`src/core_types_pkg.sv`:
```
// core sizing constants
// physical register file, register banks and the load completion queue
`default_nettype none

package core_types_pkg;

    // physical registers, banked on the low tag bits
    localparam int PR_COUNT = 32;
    localparam int LOG_PR_COUNT = $clog2(PR_COUNT);
    localparam int PRF_BANK_COUNT = 2;
    localparam int LOG_PRF_BANK_COUNT = $clog2(PRF_BANK_COUNT);

    // load completion queue
    localparam int LDU_CQ_ENTRIES = 8;
    localparam int LOG_LDU_CQ_ENTRIES = $clog2(LDU_CQ_ENTRIES);

    localparam int DATA_W = 32;

endpackage

`default_nettype wire

```
`src/ldu_pkg.sv`:
```
// load op encodings and access size decoding
`default_nettype none

package ldu_pkg;

    localparam int LDU_OP_W = 4;
    localparam int LDU_IMM_W = 12;

    // low two bits of an op hold log2 of the access size
    localparam logic [LDU_OP_W-1:0] LDU_LB  = 4'b0000;
    localparam logic [LDU_OP_W-1:0] LDU_LH  = 4'b0001;
    localparam logic [LDU_OP_W-1:0] LDU_LW  = 4'b0010;
    localparam logic [LDU_OP_W-1:0] LDU_LBU = 4'b0100;
    localparam logic [LDU_OP_W-1:0] LDU_LHU = 4'b0101;

    // size field values
    localparam logic [1:0] LDU_SIZE_B = 2'd0;
    localparam logic [1:0] LDU_SIZE_H = 2'd1;
    localparam logic [1:0] LDU_SIZE_W = 2'd2;

endpackage

`default_nettype wire

```
`src/wb_bus_if.sv`:
```
// banked writeback bus, one write strobe per register bank
`timescale 1ns/1ps
`default_nettype none

interface wb_bus_if;
    import core_types_pkg::*;

    logic [PRF_BANK_COUNT-1:0]                                      valid;
    // tag bits above the bank select
    logic [PRF_BANK_COUNT-1:0][LOG_PR_COUNT-LOG_PRF_BANK_COUNT-1:0] upper_pr;
    logic [PRF_BANK_COUNT-1:0][DATA_W-1:0]                          data;

    modport writer (
        output valid, upper_pr, data
    );

    modport listener (
        input valid, upper_pr, data
    );

endinterface

`default_nettype wire

```
`src/ldu_issue_if.sv`:
```
// issued load from the issue queue to the address stage
`timescale 1ns/1ps
`default_nettype none

interface ldu_issue_if;
    import core_types_pkg::*;
    import ldu_pkg::*;

    logic                           valid;
    logic [LDU_OP_W-1:0]            op;
    logic [LDU_IMM_W-1:0]           imm12;
    logic                           a_forward;
    logic                           a_is_zero;
    logic [LOG_PRF_BANK_COUNT-1:0]  a_bank;
    logic [LOG_LDU_CQ_ENTRIES-1:0]  cq_index;
    // address stage can take a load this cycle
    logic                           pipeline_ready;

    modport queue (
        output valid, op, imm12, a_forward, a_is_zero, a_bank, cq_index,
        input  pipeline_ready
    );

    modport stage (
        input  valid, op, imm12, a_forward, a_is_zero, a_bank, cq_index,
        output pipeline_ready
    );

endinterface

`default_nettype wire

```
`src/pe_lsb.sv`:
```
// lowest-set-bit priority encoder with a one-hot grant and a grant-and-above mask
`timescale 1ns/1ps
`default_nettype none

module pe_lsb #(
    parameter int WIDTH = 4
) (
    input  logic [WIDTH-1:0] req_vec,
    output logic [WIDTH-1:0] ack_one_hot,
    output logic [WIDTH-1:0] ack_mask
);

    always_comb begin : scan
        logic found;
        found = 1'b0;
        // mask turns on at the first request and stays on above it
        for (int i = 0; i < WIDTH; i++) begin
            ack_one_hot[i] = req_vec[i] & ~found;
            found = found | req_vec[i];
            ack_mask[i] = found;
        end
    end

endmodule

`default_nettype wire

```
`src/ldu_iq.sv`:
```
// collapsing load issue queue
// writeback wakeup, oldest-ready select and enqueue into the lowest free slot
`timescale 1ns/1ps
`default_nettype none

module ldu_iq #(
    parameter int LDU_IQ_ENTRIES = 4
) (
    input  logic CLK,
    input  logic nRST,

    // enqueue from dispatch
    input  logic                                            enq_valid,
    input  logic [ldu_pkg::LDU_OP_W-1:0]                    enq_op,
    input  logic [ldu_pkg::LDU_IMM_W-1:0]                   enq_imm12,
    input  logic [core_types_pkg::LOG_PR_COUNT-1:0]         enq_a_pr,
    input  logic                                            enq_a_ready,
    input  logic                                            enq_a_is_zero,
    input  logic [core_types_pkg::LOG_LDU_CQ_ENTRIES-1:0]   enq_cq_index,
    output logic                                            enq_ready,

    wb_bus_if.listener  wb,
    ldu_issue_if.queue  iss,

    // operand read request to the register file
    output logic                                    prf_req_valid,
    output logic [core_types_pkg::LOG_PR_COUNT-1:0] prf_req_pr
);
    import core_types_pkg::*;
    import ldu_pkg::*;

    localparam int TOP = LDU_IQ_ENTRIES - 1;

    // entry state, entry 0 is the oldest
    logic [LDU_IQ_ENTRIES-1:0]                          valid_by_entry;
    logic [LDU_IQ_ENTRIES-1:0]                          a_ready_by_entry;
    logic [LDU_IQ_ENTRIES-1:0][LDU_OP_W-1:0]            op_by_entry;
    logic [LDU_IQ_ENTRIES-1:0][LDU_IMM_W-1:0]           imm12_by_entry;
    logic [LDU_IQ_ENTRIES-1:0][LOG_PR_COUNT-1:0]        a_pr_by_entry;
    logic [LDU_IQ_ENTRIES-1:0]                          a_is_zero_by_entry;
    logic [LDU_IQ_ENTRIES-1:0][LOG_LDU_CQ_ENTRIES-1:0]  cq_index_by_entry;

    logic [LDU_IQ_ENTRIES-1:0]  a_forward_by_entry;
    logic [LDU_IQ_ENTRIES-1:0]  issue_req;
    logic [LDU_IQ_ENTRIES-1:0]  issue_one_hot;
    logic [LDU_IQ_ENTRIES-1:0]  issue_mask;
    logic [LDU_IQ_ENTRIES-1:0]  free_by_entry;
    logic [LDU_IQ_ENTRIES-1:0]  free_one_hot;
    logic [LDU_IQ_ENTRIES:0]    valid_ext;
    logic [LDU_IQ_ENTRIES:0]    enq_ext;
    logic [LDU_IQ_ENTRIES-1:0]  src_valid;
    logic [LDU_IQ_ENTRIES-1:0]  src_enq;
    logic                       enq_a_ready_eff;

    // slot that moves down into entry i on a collapse
    function automatic int up_of(input int i);
        return (i < TOP) ? i + 1 : i;
    endfunction

    // tag is on the writeback bus of its bank this cycle
    function automatic logic wb_hit(input logic [LOG_PR_COUNT-1:0] pr);
        logic [LOG_PRF_BANK_COUNT-1:0] bank;
        bank = pr[LOG_PRF_BANK_COUNT-1:0];
        return wb.valid[bank]
            && (wb.upper_pr[bank] == pr[LOG_PR_COUNT-1:LOG_PRF_BANK_COUNT]);
    endfunction

    // ----------------------------------------------------------
    // wakeup and issue

    always_comb begin
        for (int i = 0; i < LDU_IQ_ENTRIES; i++) begin
            a_forward_by_entry[i] = wb_hit(a_pr_by_entry[i]);
        end
    end

    // a load enqueued during its operand's writeback is already awake
    assign enq_a_ready_eff = enq_a_ready | wb_hit(enq_a_pr);

    assign issue_req = {LDU_IQ_ENTRIES{iss.pipeline_ready}} & valid_by_entry
        & (a_ready_by_entry | a_forward_by_entry | a_is_zero_by_entry);

    pe_lsb #(.WIDTH(LDU_IQ_ENTRIES)) issue_pe (
        .req_vec     (issue_req),
        .ack_one_hot (issue_one_hot),
        .ack_mask    (issue_mask)
    );

    // one-hot mux of the selected entry
    always_comb begin
        iss.valid = |issue_req;
        iss.op = '0;
        iss.imm12 = '0;
        iss.a_forward = 1'b0;
        iss.a_is_zero = 1'b0;
        iss.a_bank = '0;
        iss.cq_index = '0;
        prf_req_valid = 1'b0;
        prf_req_pr = '0;
        for (int i = 0; i < LDU_IQ_ENTRIES; i++) begin
            if (issue_one_hot[i]) begin
                iss.op |= op_by_entry[i];
                iss.imm12 |= imm12_by_entry[i];
                iss.a_forward |= a_forward_by_entry[i];
                iss.a_is_zero |= a_is_zero_by_entry[i];
                iss.a_bank |= a_pr_by_entry[i][LOG_PRF_BANK_COUNT-1:0];
                iss.cq_index |= cq_index_by_entry[i];
                // only a plain register operand needs the read port
                prf_req_valid |= ~a_forward_by_entry[i] & ~a_is_zero_by_entry[i];
                prf_req_pr |= a_pr_by_entry[i];
            end
        end
    end

    // ----------------------------------------------------------
    // enqueue and collapse

    assign free_by_entry = ~valid_by_entry;
    assign enq_ready = |free_by_entry;

    pe_lsb #(.WIDTH(LDU_IQ_ENTRIES)) free_pe (
        .req_vec     (free_by_entry),
        .ack_one_hot (free_one_hot),
        .ack_mask    ()
    );

    assign valid_ext = {1'b0, valid_by_entry};
    assign enq_ext = {1'b0, free_one_hot & {LDU_IQ_ENTRIES{enq_valid}}};

    // at and above the issued slot each entry takes the one above it
    always_comb begin
        for (int i = 0; i < LDU_IQ_ENTRIES; i++) begin
            src_valid[i] = issue_mask[i] ? valid_ext[i+1] : valid_ext[i];
            src_enq[i] = issue_mask[i] ? enq_ext[i+1] : enq_ext[i];
        end
    end

    always_ff @(posedge CLK or negedge nRST) begin
        if (!nRST) begin
            valid_by_entry <= '0;
            a_ready_by_entry <= '0;
        end else begin
            for (int i = 0; i < LDU_IQ_ENTRIES; i++) begin
                valid_by_entry[i] <= src_valid[i] | src_enq[i];
                if (!src_valid[i]) begin
                    a_ready_by_entry[i] <= enq_a_ready_eff;
                end else if (issue_mask[i]) begin
                    a_ready_by_entry[i] <= a_ready_by_entry[up_of(i)]
                        | a_forward_by_entry[up_of(i)];
                end else begin
                    a_ready_by_entry[i] <= a_ready_by_entry[i] | a_forward_by_entry[i];
                end
            end
        end
    end

    always_ff @(posedge CLK) begin
        for (int i = 0; i < LDU_IQ_ENTRIES; i++) begin
            if (!src_valid[i]) begin
                op_by_entry[i] <= enq_op;
                imm12_by_entry[i] <= enq_imm12;
                a_pr_by_entry[i] <= enq_a_pr;
                a_is_zero_by_entry[i] <= enq_a_is_zero;
                cq_index_by_entry[i] <= enq_cq_index;
            end else if (issue_mask[i]) begin
                op_by_entry[i] <= op_by_entry[up_of(i)];
                imm12_by_entry[i] <= imm12_by_entry[up_of(i)];
                a_pr_by_entry[i] <= a_pr_by_entry[up_of(i)];
                a_is_zero_by_entry[i] <= a_is_zero_by_entry[up_of(i)];
                cq_index_by_entry[i] <= cq_index_by_entry[up_of(i)];
            end
        end
    end

endmodule

`default_nettype wire

```
`src/prf_banked.sv`:
```
// banked physical register file
// one writeback port per bank, one combinational read port
`timescale 1ns/1ps
`default_nettype none

module prf_banked (
    input  logic CLK,
    input  logic nRST,

    wb_bus_if.listener wb,

    input  logic                                    rd_valid,
    input  logic [core_types_pkg::LOG_PR_COUNT-1:0] rd_pr,
    output logic [core_types_pkg::DATA_W-1:0]       rd_data
);
    import core_types_pkg::*;

    localparam int BANK_DEPTH = PR_COUNT / PRF_BANK_COUNT;

    logic [PRF_BANK_COUNT-1:0][BANK_DEPTH-1:0][DATA_W-1:0] regs;

    // registers come out of reset as zero
    always_ff @(posedge CLK or negedge nRST) begin
        if (!nRST) begin
            regs <= '0;
        end else begin
            for (int b = 0; b < PRF_BANK_COUNT; b++) begin
                if (wb.valid[b]) begin
                    regs[b][wb.upper_pr[b]] <= wb.data[b];
                end
            end
        end
    end

    // bank from the low tag bits, row from the rest
    assign rd_data = rd_valid
        ? regs[rd_pr[LOG_PRF_BANK_COUNT-1:0]][rd_pr[LOG_PR_COUNT-1:LOG_PRF_BANK_COUNT]]
        : '0;

endmodule

`default_nettype wire

```
`src/ldu_agen.sv`:
```
// load address generation
// base operand select, immediate add, misalign check and output register
`timescale 1ns/1ps
`default_nettype none

module ldu_agen (
    input  logic CLK,
    input  logic nRST,

    ldu_issue_if.stage  iss,
    wb_bus_if.listener  wb,

    input  logic [core_types_pkg::DATA_W-1:0]               prf_data,

    // request to the load pipeline
    input  logic                                            ldu_ready,
    output logic                                            ldu_req_valid,
    output logic [core_types_pkg::DATA_W-1:0]               ldu_req_addr,
    output logic [ldu_pkg::LDU_OP_W-1:0]                    ldu_req_op,
    output logic                                            ldu_req_misaligned,
    output logic [core_types_pkg::LOG_LDU_CQ_ENTRIES-1:0]   ldu_req_cq_index
);
    import core_types_pkg::*;
    import ldu_pkg::*;

    logic [DATA_W-1:0]  base;
    logic [DATA_W-1:0]  addr;
    logic               misaligned;

    always_comb begin
        if (iss.a_is_zero) begin
            base = '0;
        end else if (iss.a_forward) begin
            base = wb.data[iss.a_bank];
        end else begin
            base = prf_data;
        end
    end

    assign addr = base + {{(DATA_W-LDU_IMM_W){iss.imm12[LDU_IMM_W-1]}}, iss.imm12};

    always_comb begin
        case (iss.op[1:0])
            LDU_SIZE_B: misaligned = 1'b0;
            LDU_SIZE_H: misaligned = addr[0];
            LDU_SIZE_W: misaligned = |addr[1:0];
            default:    misaligned = 1'b0;
        endcase
    end

    // ----------------------------------------------------------
    // output register, held while the consumer stalls

    assign iss.pipeline_ready = ~ldu_req_valid | ldu_ready;

    always_ff @(posedge CLK or negedge nRST) begin
        if (!nRST) begin
            ldu_req_valid <= 1'b0;
        end else if (iss.pipeline_ready) begin
            ldu_req_valid <= iss.valid;
        end
    end

    // issue only fires while the register can advance
    always_ff @(posedge CLK) begin
        if (iss.valid) begin
            ldu_req_addr <= addr;
            ldu_req_op <= iss.op;
            ldu_req_misaligned <= misaligned;
            ldu_req_cq_index <= iss.cq_index;
        end
    end

endmodule

`default_nettype wire

```
`src/ldu_issue_top.sv`:
```
// load issue subsystem top
// issue queue, banked register file and address stage
`timescale 1ns/1ps
`default_nettype none

module ldu_issue_top #(
    parameter int LDU_IQ_ENTRIES = 4
) (
    input  logic CLK,
    input  logic nRST,

    input  logic                                            enq_valid,
    input  logic [ldu_pkg::LDU_OP_W-1:0]                    enq_op,
    input  logic [ldu_pkg::LDU_IMM_W-1:0]                   enq_imm12,
    input  logic [core_types_pkg::LOG_PR_COUNT-1:0]         enq_a_pr,
    input  logic                                            enq_a_ready,
    input  logic                                            enq_a_is_zero,
    input  logic [core_types_pkg::LOG_LDU_CQ_ENTRIES-1:0]   enq_cq_index,
    output logic                                            enq_ready,

    input  logic [core_types_pkg::PRF_BANK_COUNT-1:0]       wb_valid_by_bank,
    input  logic [core_types_pkg::PRF_BANK_COUNT-1:0]
        [core_types_pkg::LOG_PR_COUNT-core_types_pkg::LOG_PRF_BANK_COUNT-1:0]
        wb_upper_pr_by_bank,
    input  logic [core_types_pkg::PRF_BANK_COUNT-1:0][core_types_pkg::DATA_W-1:0]
        wb_data_by_bank,

    input  logic                                            ldu_ready,
    output logic                                            ldu_req_valid,
    output logic [core_types_pkg::DATA_W-1:0]               ldu_req_addr,
    output logic [ldu_pkg::LDU_OP_W-1:0]                    ldu_req_op,
    output logic                                            ldu_req_misaligned,
    output logic [core_types_pkg::LOG_LDU_CQ_ENTRIES-1:0]   ldu_req_cq_index
);
    import core_types_pkg::*;

    logic                       prf_req_valid;
    logic [LOG_PR_COUNT-1:0]    prf_req_pr;
    logic [DATA_W-1:0]          prf_rd_data;

    wb_bus_if wb ();
    ldu_issue_if iss ();

    assign wb.valid = wb_valid_by_bank;
    assign wb.upper_pr = wb_upper_pr_by_bank;
    assign wb.data = wb_data_by_bank;

    ldu_iq #(.LDU_IQ_ENTRIES(LDU_IQ_ENTRIES)) iq (
        .CLK           (CLK),
        .nRST          (nRST),
        .enq_valid     (enq_valid),
        .enq_op        (enq_op),
        .enq_imm12     (enq_imm12),
        .enq_a_pr      (enq_a_pr),
        .enq_a_ready   (enq_a_ready),
        .enq_a_is_zero (enq_a_is_zero),
        .enq_cq_index  (enq_cq_index),
        .enq_ready     (enq_ready),
        .wb            (wb.listener),
        .iss           (iss.queue),
        .prf_req_valid (prf_req_valid),
        .prf_req_pr    (prf_req_pr)
    );

    prf_banked prf (
        .CLK      (CLK),
        .nRST     (nRST),
        .wb       (wb.listener),
        .rd_valid (prf_req_valid),
        .rd_pr    (prf_req_pr),
        .rd_data  (prf_rd_data)
    );

    ldu_agen agen (
        .CLK                (CLK),
        .nRST               (nRST),
        .iss                (iss.stage),
        .wb                 (wb.listener),
        .prf_data           (prf_rd_data),
        .ldu_ready          (ldu_ready),
        .ldu_req_valid      (ldu_req_valid),
        .ldu_req_addr       (ldu_req_addr),
        .ldu_req_op         (ldu_req_op),
        .ldu_req_misaligned (ldu_req_misaligned),
        .ldu_req_cq_index   (ldu_req_cq_index)
    );

endmodule

`default_nettype wire

```
`config.mk`:
```
export PLATFORM = sky130hd
export DESIGN_NAME = ldu_issue_top
export DESIGN_NICKNAME = d
export VERILOG_FILES = /design/src/core_types_pkg.sv /design/src/ldu_pkg.sv /design/src/wb_bus_if.sv /design/src/ldu_issue_if.sv /design/src/pe_lsb.sv /design/src/ldu_iq.sv /design/src/prf_banked.sv /design/src/ldu_agen.sv /design/src/ldu_issue_top.sv
export SDC_FILE = /design/constraint.sdc
export NUM_CORES = 2
export LEC_CHECK = 0
export BUFFER_PORTS_ARGS = -buffer_cell sky130_fd_sc_hd__buf_4
export CAP_MARGIN = 15
export CORE_UTILIZATION = 25
export CTS_BUF_LIST = sky130_fd_sc_hd__clkbuf_16
export DETAILED_ROUTE_END_ITERATION = 12
export GPL_TIMING_DRIVEN = 1
export PLACE_DENSITY = 0.47
export REMOVE_ABC_BUFFERS = 1
export SLEW_MARGIN = 0
export SYNTH_ARGS = -nofsm -noshare
export SYNTH_HDL_FRONTEND = slang
export SYNTH_HIERARCHICAL = 1
export SYNTH_SLANG_ARGS = --single-unit
```
`constraint.sdc`:
```
create_clock -name CLK -period 10 [get_ports CLK]
set_clock_uncertainty 0.15 [all_clocks]
set_input_delay 1.5 -clock CLK [delete_from_list [all_inputs] [get_ports CLK]]
set_output_delay 1.5 -clock CLK [all_outputs]
set_load 0.05 [all_outputs]
```
# Word-level counts from Yosys, hierarchy flattened
# Cells that the tools add are included.
# totals
register_bits,1173
output_inout_bits,42
word_cells,275
# classes
n_addsub,1
magnitude_cmp,12
n_eq_ne,10
n_mux,113
n_bitwise,70
reduce_logical,10
# op_table
operator,n
$bwmux W512,2
$mux W512,2
$demux W32 S4,2
$mux W32,8
$bmux W32 S4,1
$mux W12,10
$mux W4,20
$mux W5,10
$mux W1,47
$or A12 B12 Y12,3
$add A32 B32 Y32,1
$mux W3,10
$or A1 B1 Y1,27
$eq A4 B4 Y1,5
$or A4 B4 Y4,5
$lt A4 B5 Y1 const B,3
$not A1 Y1,15
$or A5 B5 Y5,3
$lt A1 B2 Y1 const B,7
$and A4 B4 Y4,3
$and A1 B1 Y1,10
$or A3 B3 Y3,3
$ge A4 B1 Y1 const B,2
$reduce_or A4 Y1,2
other kinds (8),15

# Longest topological paths before layout
# depth
ltp_word,24
depth_mapped,30
depth_no_buf,23

# Cells and area by module
# Netlist, hierarchy kept.
# by_module_without_submodules
mod,n_inst,cells_each,area_per_inst_um2,seq_area_each_um2
prf_banked,1,2896,46326.9,25624.6
ldu_iq,1,394,5489.0,3203.1
ldu_agen,1,395,3758.6,1226.2
pe_lsb,2,9,65.1,0.0

# Worst setup path after synthesis
# Ideal clock, no wire load.
# synth_path
path_kind,input -> register
startpoint,input wb_upper_pr_by_bank[7] in the netlist's numbering
endpoint,register agen/ldu_req_addr[28] in the netlist's numbering (data pin)
arrival_ns,7.292
setup_slack_ns,2.301
cell_stages,29
cell_sequence,clkbuf_1 > mux2i_1 > xnor2_1 > nor4_4 > o311ai_0 > inv_1 > nor4b_1 > clkbuf_1 > clkbuf_1 > a22oi_1 > nand2_1 > buf_4 > buf_6 > buf_2 > mux4_2 > mux2_2 > o221ai_1 > a31oi_1 > nor2_1 > a211oi_1 > ha_1 > fa_1 > a21o_2 > a221oi_2 > nor4b_4 > o21ai_0 > and2b_1 > nand2_1 > a32o_1
# synth_between
word_cells_on_any_way,87
classes_between,add/sub (1); eq/ne (4); mux (41); bitwise (37); reduce/logical (4)
# synth_rtl
item,line_no,source
from (decl),ldu_issue_top.sv:24,"wb_upper_pr_by_bank,"
$mux W4 (implied by the code) (2 in series),ldu_iq.sv:65,&& (wb.upper_pr[bank] == pr[LOG_PR_COUNT-1:LOG_PRF_BANK_COUNT]);
$eq A4 B4 Y1,ldu_iq.sv:65,
$logic_and A1 B1 Y1,ldu_iq.sv:65,
$or A4 B4 Y4 (2 in series),ldu_iq.sv:81,& (a_ready_by_entry | a_forward_by_entry | a_is_zero_by_entry);
$and A4 B4 Y4,ldu_iq.sv:81,
via iq.issue_req[0],ldu_iq.sv:44,logic [LDU_IQ_ENTRIES-1:0] issue_req;
$or A1 B1 Y1 (2 in series),pe_lsb.sv:19,found = found | req_vec[i];
$not A1 Y1,pe_lsb.sv:18,ack_one_hot[i] = req_vec[i] & ~found;
$and A1 B1 Y1,pe_lsb.sv:18,
via iq.issue_one_hot[3],ldu_iq.sv:45,logic [LDU_IQ_ENTRIES-1:0] issue_one_hot;
$mux W1,ldu_iq.sv:101,if (issue_one_hot[i]) begin
via iss.a_bank,ldu_issue_if.sv:14,logic [LOG_PRF_BANK_COUNT-1:0] a_bank;
$mux W32 (implied by the code) (2 in series),ldu_agen.sv:34,base = wb.data[iss.a_bank];
$mux W32,ldu_agen.sv:33,end else if (iss.a_forward) begin
$mux W32,ldu_agen.sv:31,if (iss.a_is_zero) begin
$add A32 B32 Y32,ldu_agen.sv:40,"assign addr = base + {{(DATA_W-LDU_IMM_W){iss.imm12[LDU_IMM_W-1]}}, iss.imm12};"
via agen.addr[28],ldu_agen.sv:27,logic [DATA_W-1:0] addr;
to (signal assigned),ldu_agen.sv:67,ldu_req_addr <= addr;
to (decl),ldu_agen.sv:18,"output logic [core_types_pkg::DATA_W-1:0] ldu_req_addr,"
# The timed path passes the listed nets, and every way through them passes these cells. The select of a mux whose other input is x is not followed.
# A chain may end at the register's enable or synchronous reset.

# Worst setup path in the final report
# layout_path
startpoint,input wb_upper_pr_by_bank[5] in the netlist's numbering
endpoint,register agen/ldu_req_addr[25] in the netlist's numbering (data pin)
# layout_between
word_cells_on_any_way,87
classes_between,add/sub (1); eq/ne (4); mux (41); bitwise (37); reduce/logical (4)
# layout_rtl
item,line_no,source
$mux W4 (implied by the code) (*) (2 in series),ldu_iq.sv:65,
$eq A4 B4 Y1 (*),ldu_iq.sv:65,
$logic_and A1 B1 Y1 (*),ldu_iq.sv:65,
$or A4 B4 Y4 (*) (2 in series),ldu_iq.sv:81,
$and A4 B4 Y4 (*),ldu_iq.sv:81,
via iq.issue_req[0],ldu_iq.sv:44,
$not A1 Y1 (*),pe_lsb.sv:18,
$and A1 B1 Y1 (*),pe_lsb.sv:18,
via iq.issue_one_hot[1],ldu_iq.sv:45,
(+3 left out),--,
$or A1 B1 Y1,ldu_iq.sv:106,iss.a_bank |= a_pr_by_entry[i][LOG_PRF_BANK_COUNT-1:0];
$mux W1 (*),ldu_iq.sv:101,
via iss.a_bank,ldu_issue_if.sv:14,
$mux W32 (implied by the code) (*) (2 in series),ldu_agen.sv:34,
$mux W32 (*),ldu_agen.sv:33,
$mux W32 (*),ldu_agen.sv:31,
$add A32 B32 Y32 (*),ldu_agen.sv:40,
via agen.addr[25],ldu_agen.sv:27,
# The timed path passes the listed nets; every way through them passes the cells marked *. The select of a mux whose other input is x is not followed.

==> metrics.md <==
| Metric | Value |
|---|---|
| CTS tree | `yes` |
| Synthesized area per cell | `15.1 um2` |
| Hold wc startpoint | `prf/regs[909]` |
| Number of global-route vias before repair | `35200` |
| Layout area overhead | `16.3%` |
| Slowest stage cell, crit path | `a211oi_1` |
| Hpwl dp | `109 mm` |
| Wire per inst | `roughly 27 um` |
| Port Buf Inserts | `145` |
| Worst min path class | `flop to flop` |
| DRT Wirelength | `about 190 mm` |
| Starting Density | `between 20% and 30%` |
| Clock root cell | `clkbuf_16` |
| Hold_buf cts | `0` |
| Status | `completed` |
| Vias per cell | `slightly below 5` |
| Endpoint class of the critical path | `flop` |
| Total gr overflow | `0` |
| Crit path arrival time | `8440 ps` |
| Global-route wire length before repair | `between 200 and 300 mm` |
| Leak | `around 26 nW` |
| Crit path kind | `primary input to flop` |
| IO Pins | `146` |
| Power Total | `about 21 mW` |
| Die area | `between 0.2 and 0.25 mm2` |
| Largest net degree at the start of global routing | `177` |
| Max-slew violations | `0` |
| H-tree lvl count | `4` |
| Final Cycle Share | `80.8%` |
| Antenna violations before repair | `20` |
| Worst vdd ir | `0.241 mV` |
| Post-layout util | `29.3%` |
| Clock sinks | `1173` |
| Max-Cap Viols | `0` |
| Routed Antenna Nets | `0` |
| Final std cells w/o fill | `about 7000` |
| Vias | `33600` |
| Register-to-Register Path Depth | `25` |
| Post-route cell area | `0.0647 mm2` |
| Hold path cells | `1` |
| Number of buffers added for setup after CTS | `0` |
| Post-Synthesis Cells | `3698` |
| CP most frequent cell | `buf_4` |
| Critical path's largest stage delay | `740 ps` |
| Fmax | `0.124 GHz` |
| Die width | `474 um` |
| Worst-Skew Late Latency | `780 ps` |
| RR Startpoint | `iq/a_pr_by_entry[5]` |
| Worst setup path start | `wb_upper_pr_by_bank[5]` |
| Gr usage total | `16.6%` |
| Setup TNS | `0 ps` |
| Final hold violation count | `0` |
| Starting DRC count in detailed routing | `roughly 2500` |
| Chip height | `between 400 and 500 um` |
| Max clock buf depth | `3` |
| DRC Markers | `0` |
| Gpl congestion | `about 0.83` |
| Row count | `172` |
| Reg2reg end | `agen/ldu_req_addr[25]` |
| Post-placement cell count | `approximately 6600` |
| Final #Nets | `a little under 4000` |
| Pre-Repair DR Iteration Count | `6` |
| Synth warnings | `6` |
| Worst R2R Setup Slack | `~2300 ps` |
| Final setup vio count | `0` |
| Total core area | `0.221 mm2` |
| Clock period minus worst slack | `8080 ps` |
| Slew HR | `between 20 and 30%` |
| Power density cells | `roughly 330 mW/mm2` |
| Startpoint types | `primary input` |
| Hold EP | `prf/regs[909]` |
| Worst Path Required | `10360 ps` |
| Post-Place Cell Area | `0.0603 mm2` |
| Worst-margin pin slew | `1110 ps` |
| CTS clk-pin slew, worst paths | `60 ps` |
| Unrepaired setup endpoints after global routing | `no` |
| PostCTS Resize Cnt | `0` |
| CP Max Fanout | `23` |
| Clock buffer count from CTS | `141` |
| Share of cells above drive strength 1 | `between 40 and 50%` |
| Synthesized cell area | `0.0557 mm2` |
-- worst max-delay path by stage --
| stage | end | slack (ps) | depth (start not counted) |
|---|---|---|---|
| after global placement | agen/ldu_req_addr[25] | 1200 | 25 |
| after detailed placement | agen/ldu_req_addr[28] | 1140 | 25 |
| after global routing | agen/ldu_req_addr[28] | 1680 | 25 |
| final | agen/ldu_req_addr[25] | 1920 | 25 |
| after floorplan | agen/ldu_req_addr[25] | -8910 | 22 |
| after CTS | agen/ldu_req_addr[25] | 1970 | 25 |
-- worst max-delay path: cells and delay by family --
family,cells,cell delay [ps]
AOI/OAI and AO/OA,11,2850
muxes,2,710
xor gates and xnor gates,1,150
buffers and inverters,5,1480
and+or+nand+nor,5,1210
adders and majority gates,1,470
-- flip-flops by register name, summed over array words and instances (netlist names) --
signal and count:
iq/a_pr_by_entry 20, iq/a_is_zero_by_entry 4, agen/ldu_req_valid 1, agen/ldu_req_op 4
iq/imm12_by_entry 48, iq/cq_index_by_entry 12, iq/valid_by_entry 4, agen/ldu_req_misaligned 1
iq/op_by_entry 16, prf/regs 1024, iq/a_ready_by_entry 4, agen/ldu_req_addr 32
agen/ldu_req_cq_index 3
-- per-stage QoR --
stage / hold slack [ps] / worst slack [ps]
global route: 354 / 1680
floorplan: 310 / -8910
CTS: 343 / 1970
detailed placement: 330 / 1140
finish: 340 / 1920
global placement: 319 / 1200
-- cell type report --
type | count | area (um2)
diodes | 3 | 7.51
clock buffers | 144 | 3600
clock inverters | 112 | 785
fillers | 22100 | 156000
inverters | 21 | 81.3
multi-input cells | 2186 | 24300
flip-flops and latches | 1173 | 30100
well taps | 2958 | 3700
repair buffers | 253 | 2190
-- placed cells by master, fill, tap and decap left out, types with 11 or more instances in the layout --
| master | count |
|---|---|
| a22oi_1 | 83 |
| mux2_1 | 16 |
| nor2_1 | 61 |
| a211oi_1 | 35 |
| xnor2_1 | 39 |
| clkbuf_16 | 144 |
| edfxtp_1 | 140 |
| nor2_4 | 19 |
| o221ai_1 | 32 |
| mux2i_1 | 115 |
| a21oi_1 | 31 |
| xor2_1 | 11 |
| buf_4 | 230 |
| a31oi_1 | 35 |
| ha_1 | 33 |
| nand2b_1 | 13 |
| dfrtp_1 | 1033 |
| clkinv_1 | 24 |
| o21ai_0 | 42 |
| mux4_2 | 226 |
| buf_12 | 21 |
| inv_1 | 67 |
| mux2_2 | 1146 |
| nand2_1 | 68 |
| a221oi_1 | 24 |
| clkinv_2 | 19 |
-- power by group --
group	switching [mW]	internal [mW]	total, mW
logic	5.28	4.10	9.38
registers	0.705	6.26	6.96
clock network	2.16	2.74	4.90
total	8.15	13.1	21.3
-- metal layers --
metal | part of all wire [%] | routed length, um | vias to the layer above | global-route usage (%)
li1 | - | - | 14200 | -
met1 | 46 | 85300 | 18400 | 22.8
met2 | 47 | 88100 | 742 | 26.7
met3 | 4.9 | 9090 | 226 | 3.09
met4 | 2.1 | 3900 | 22 | 4.09
met5 | 0.072 | 134 | - | 0
Note: power is estimated with default switching activity, not from simulation.
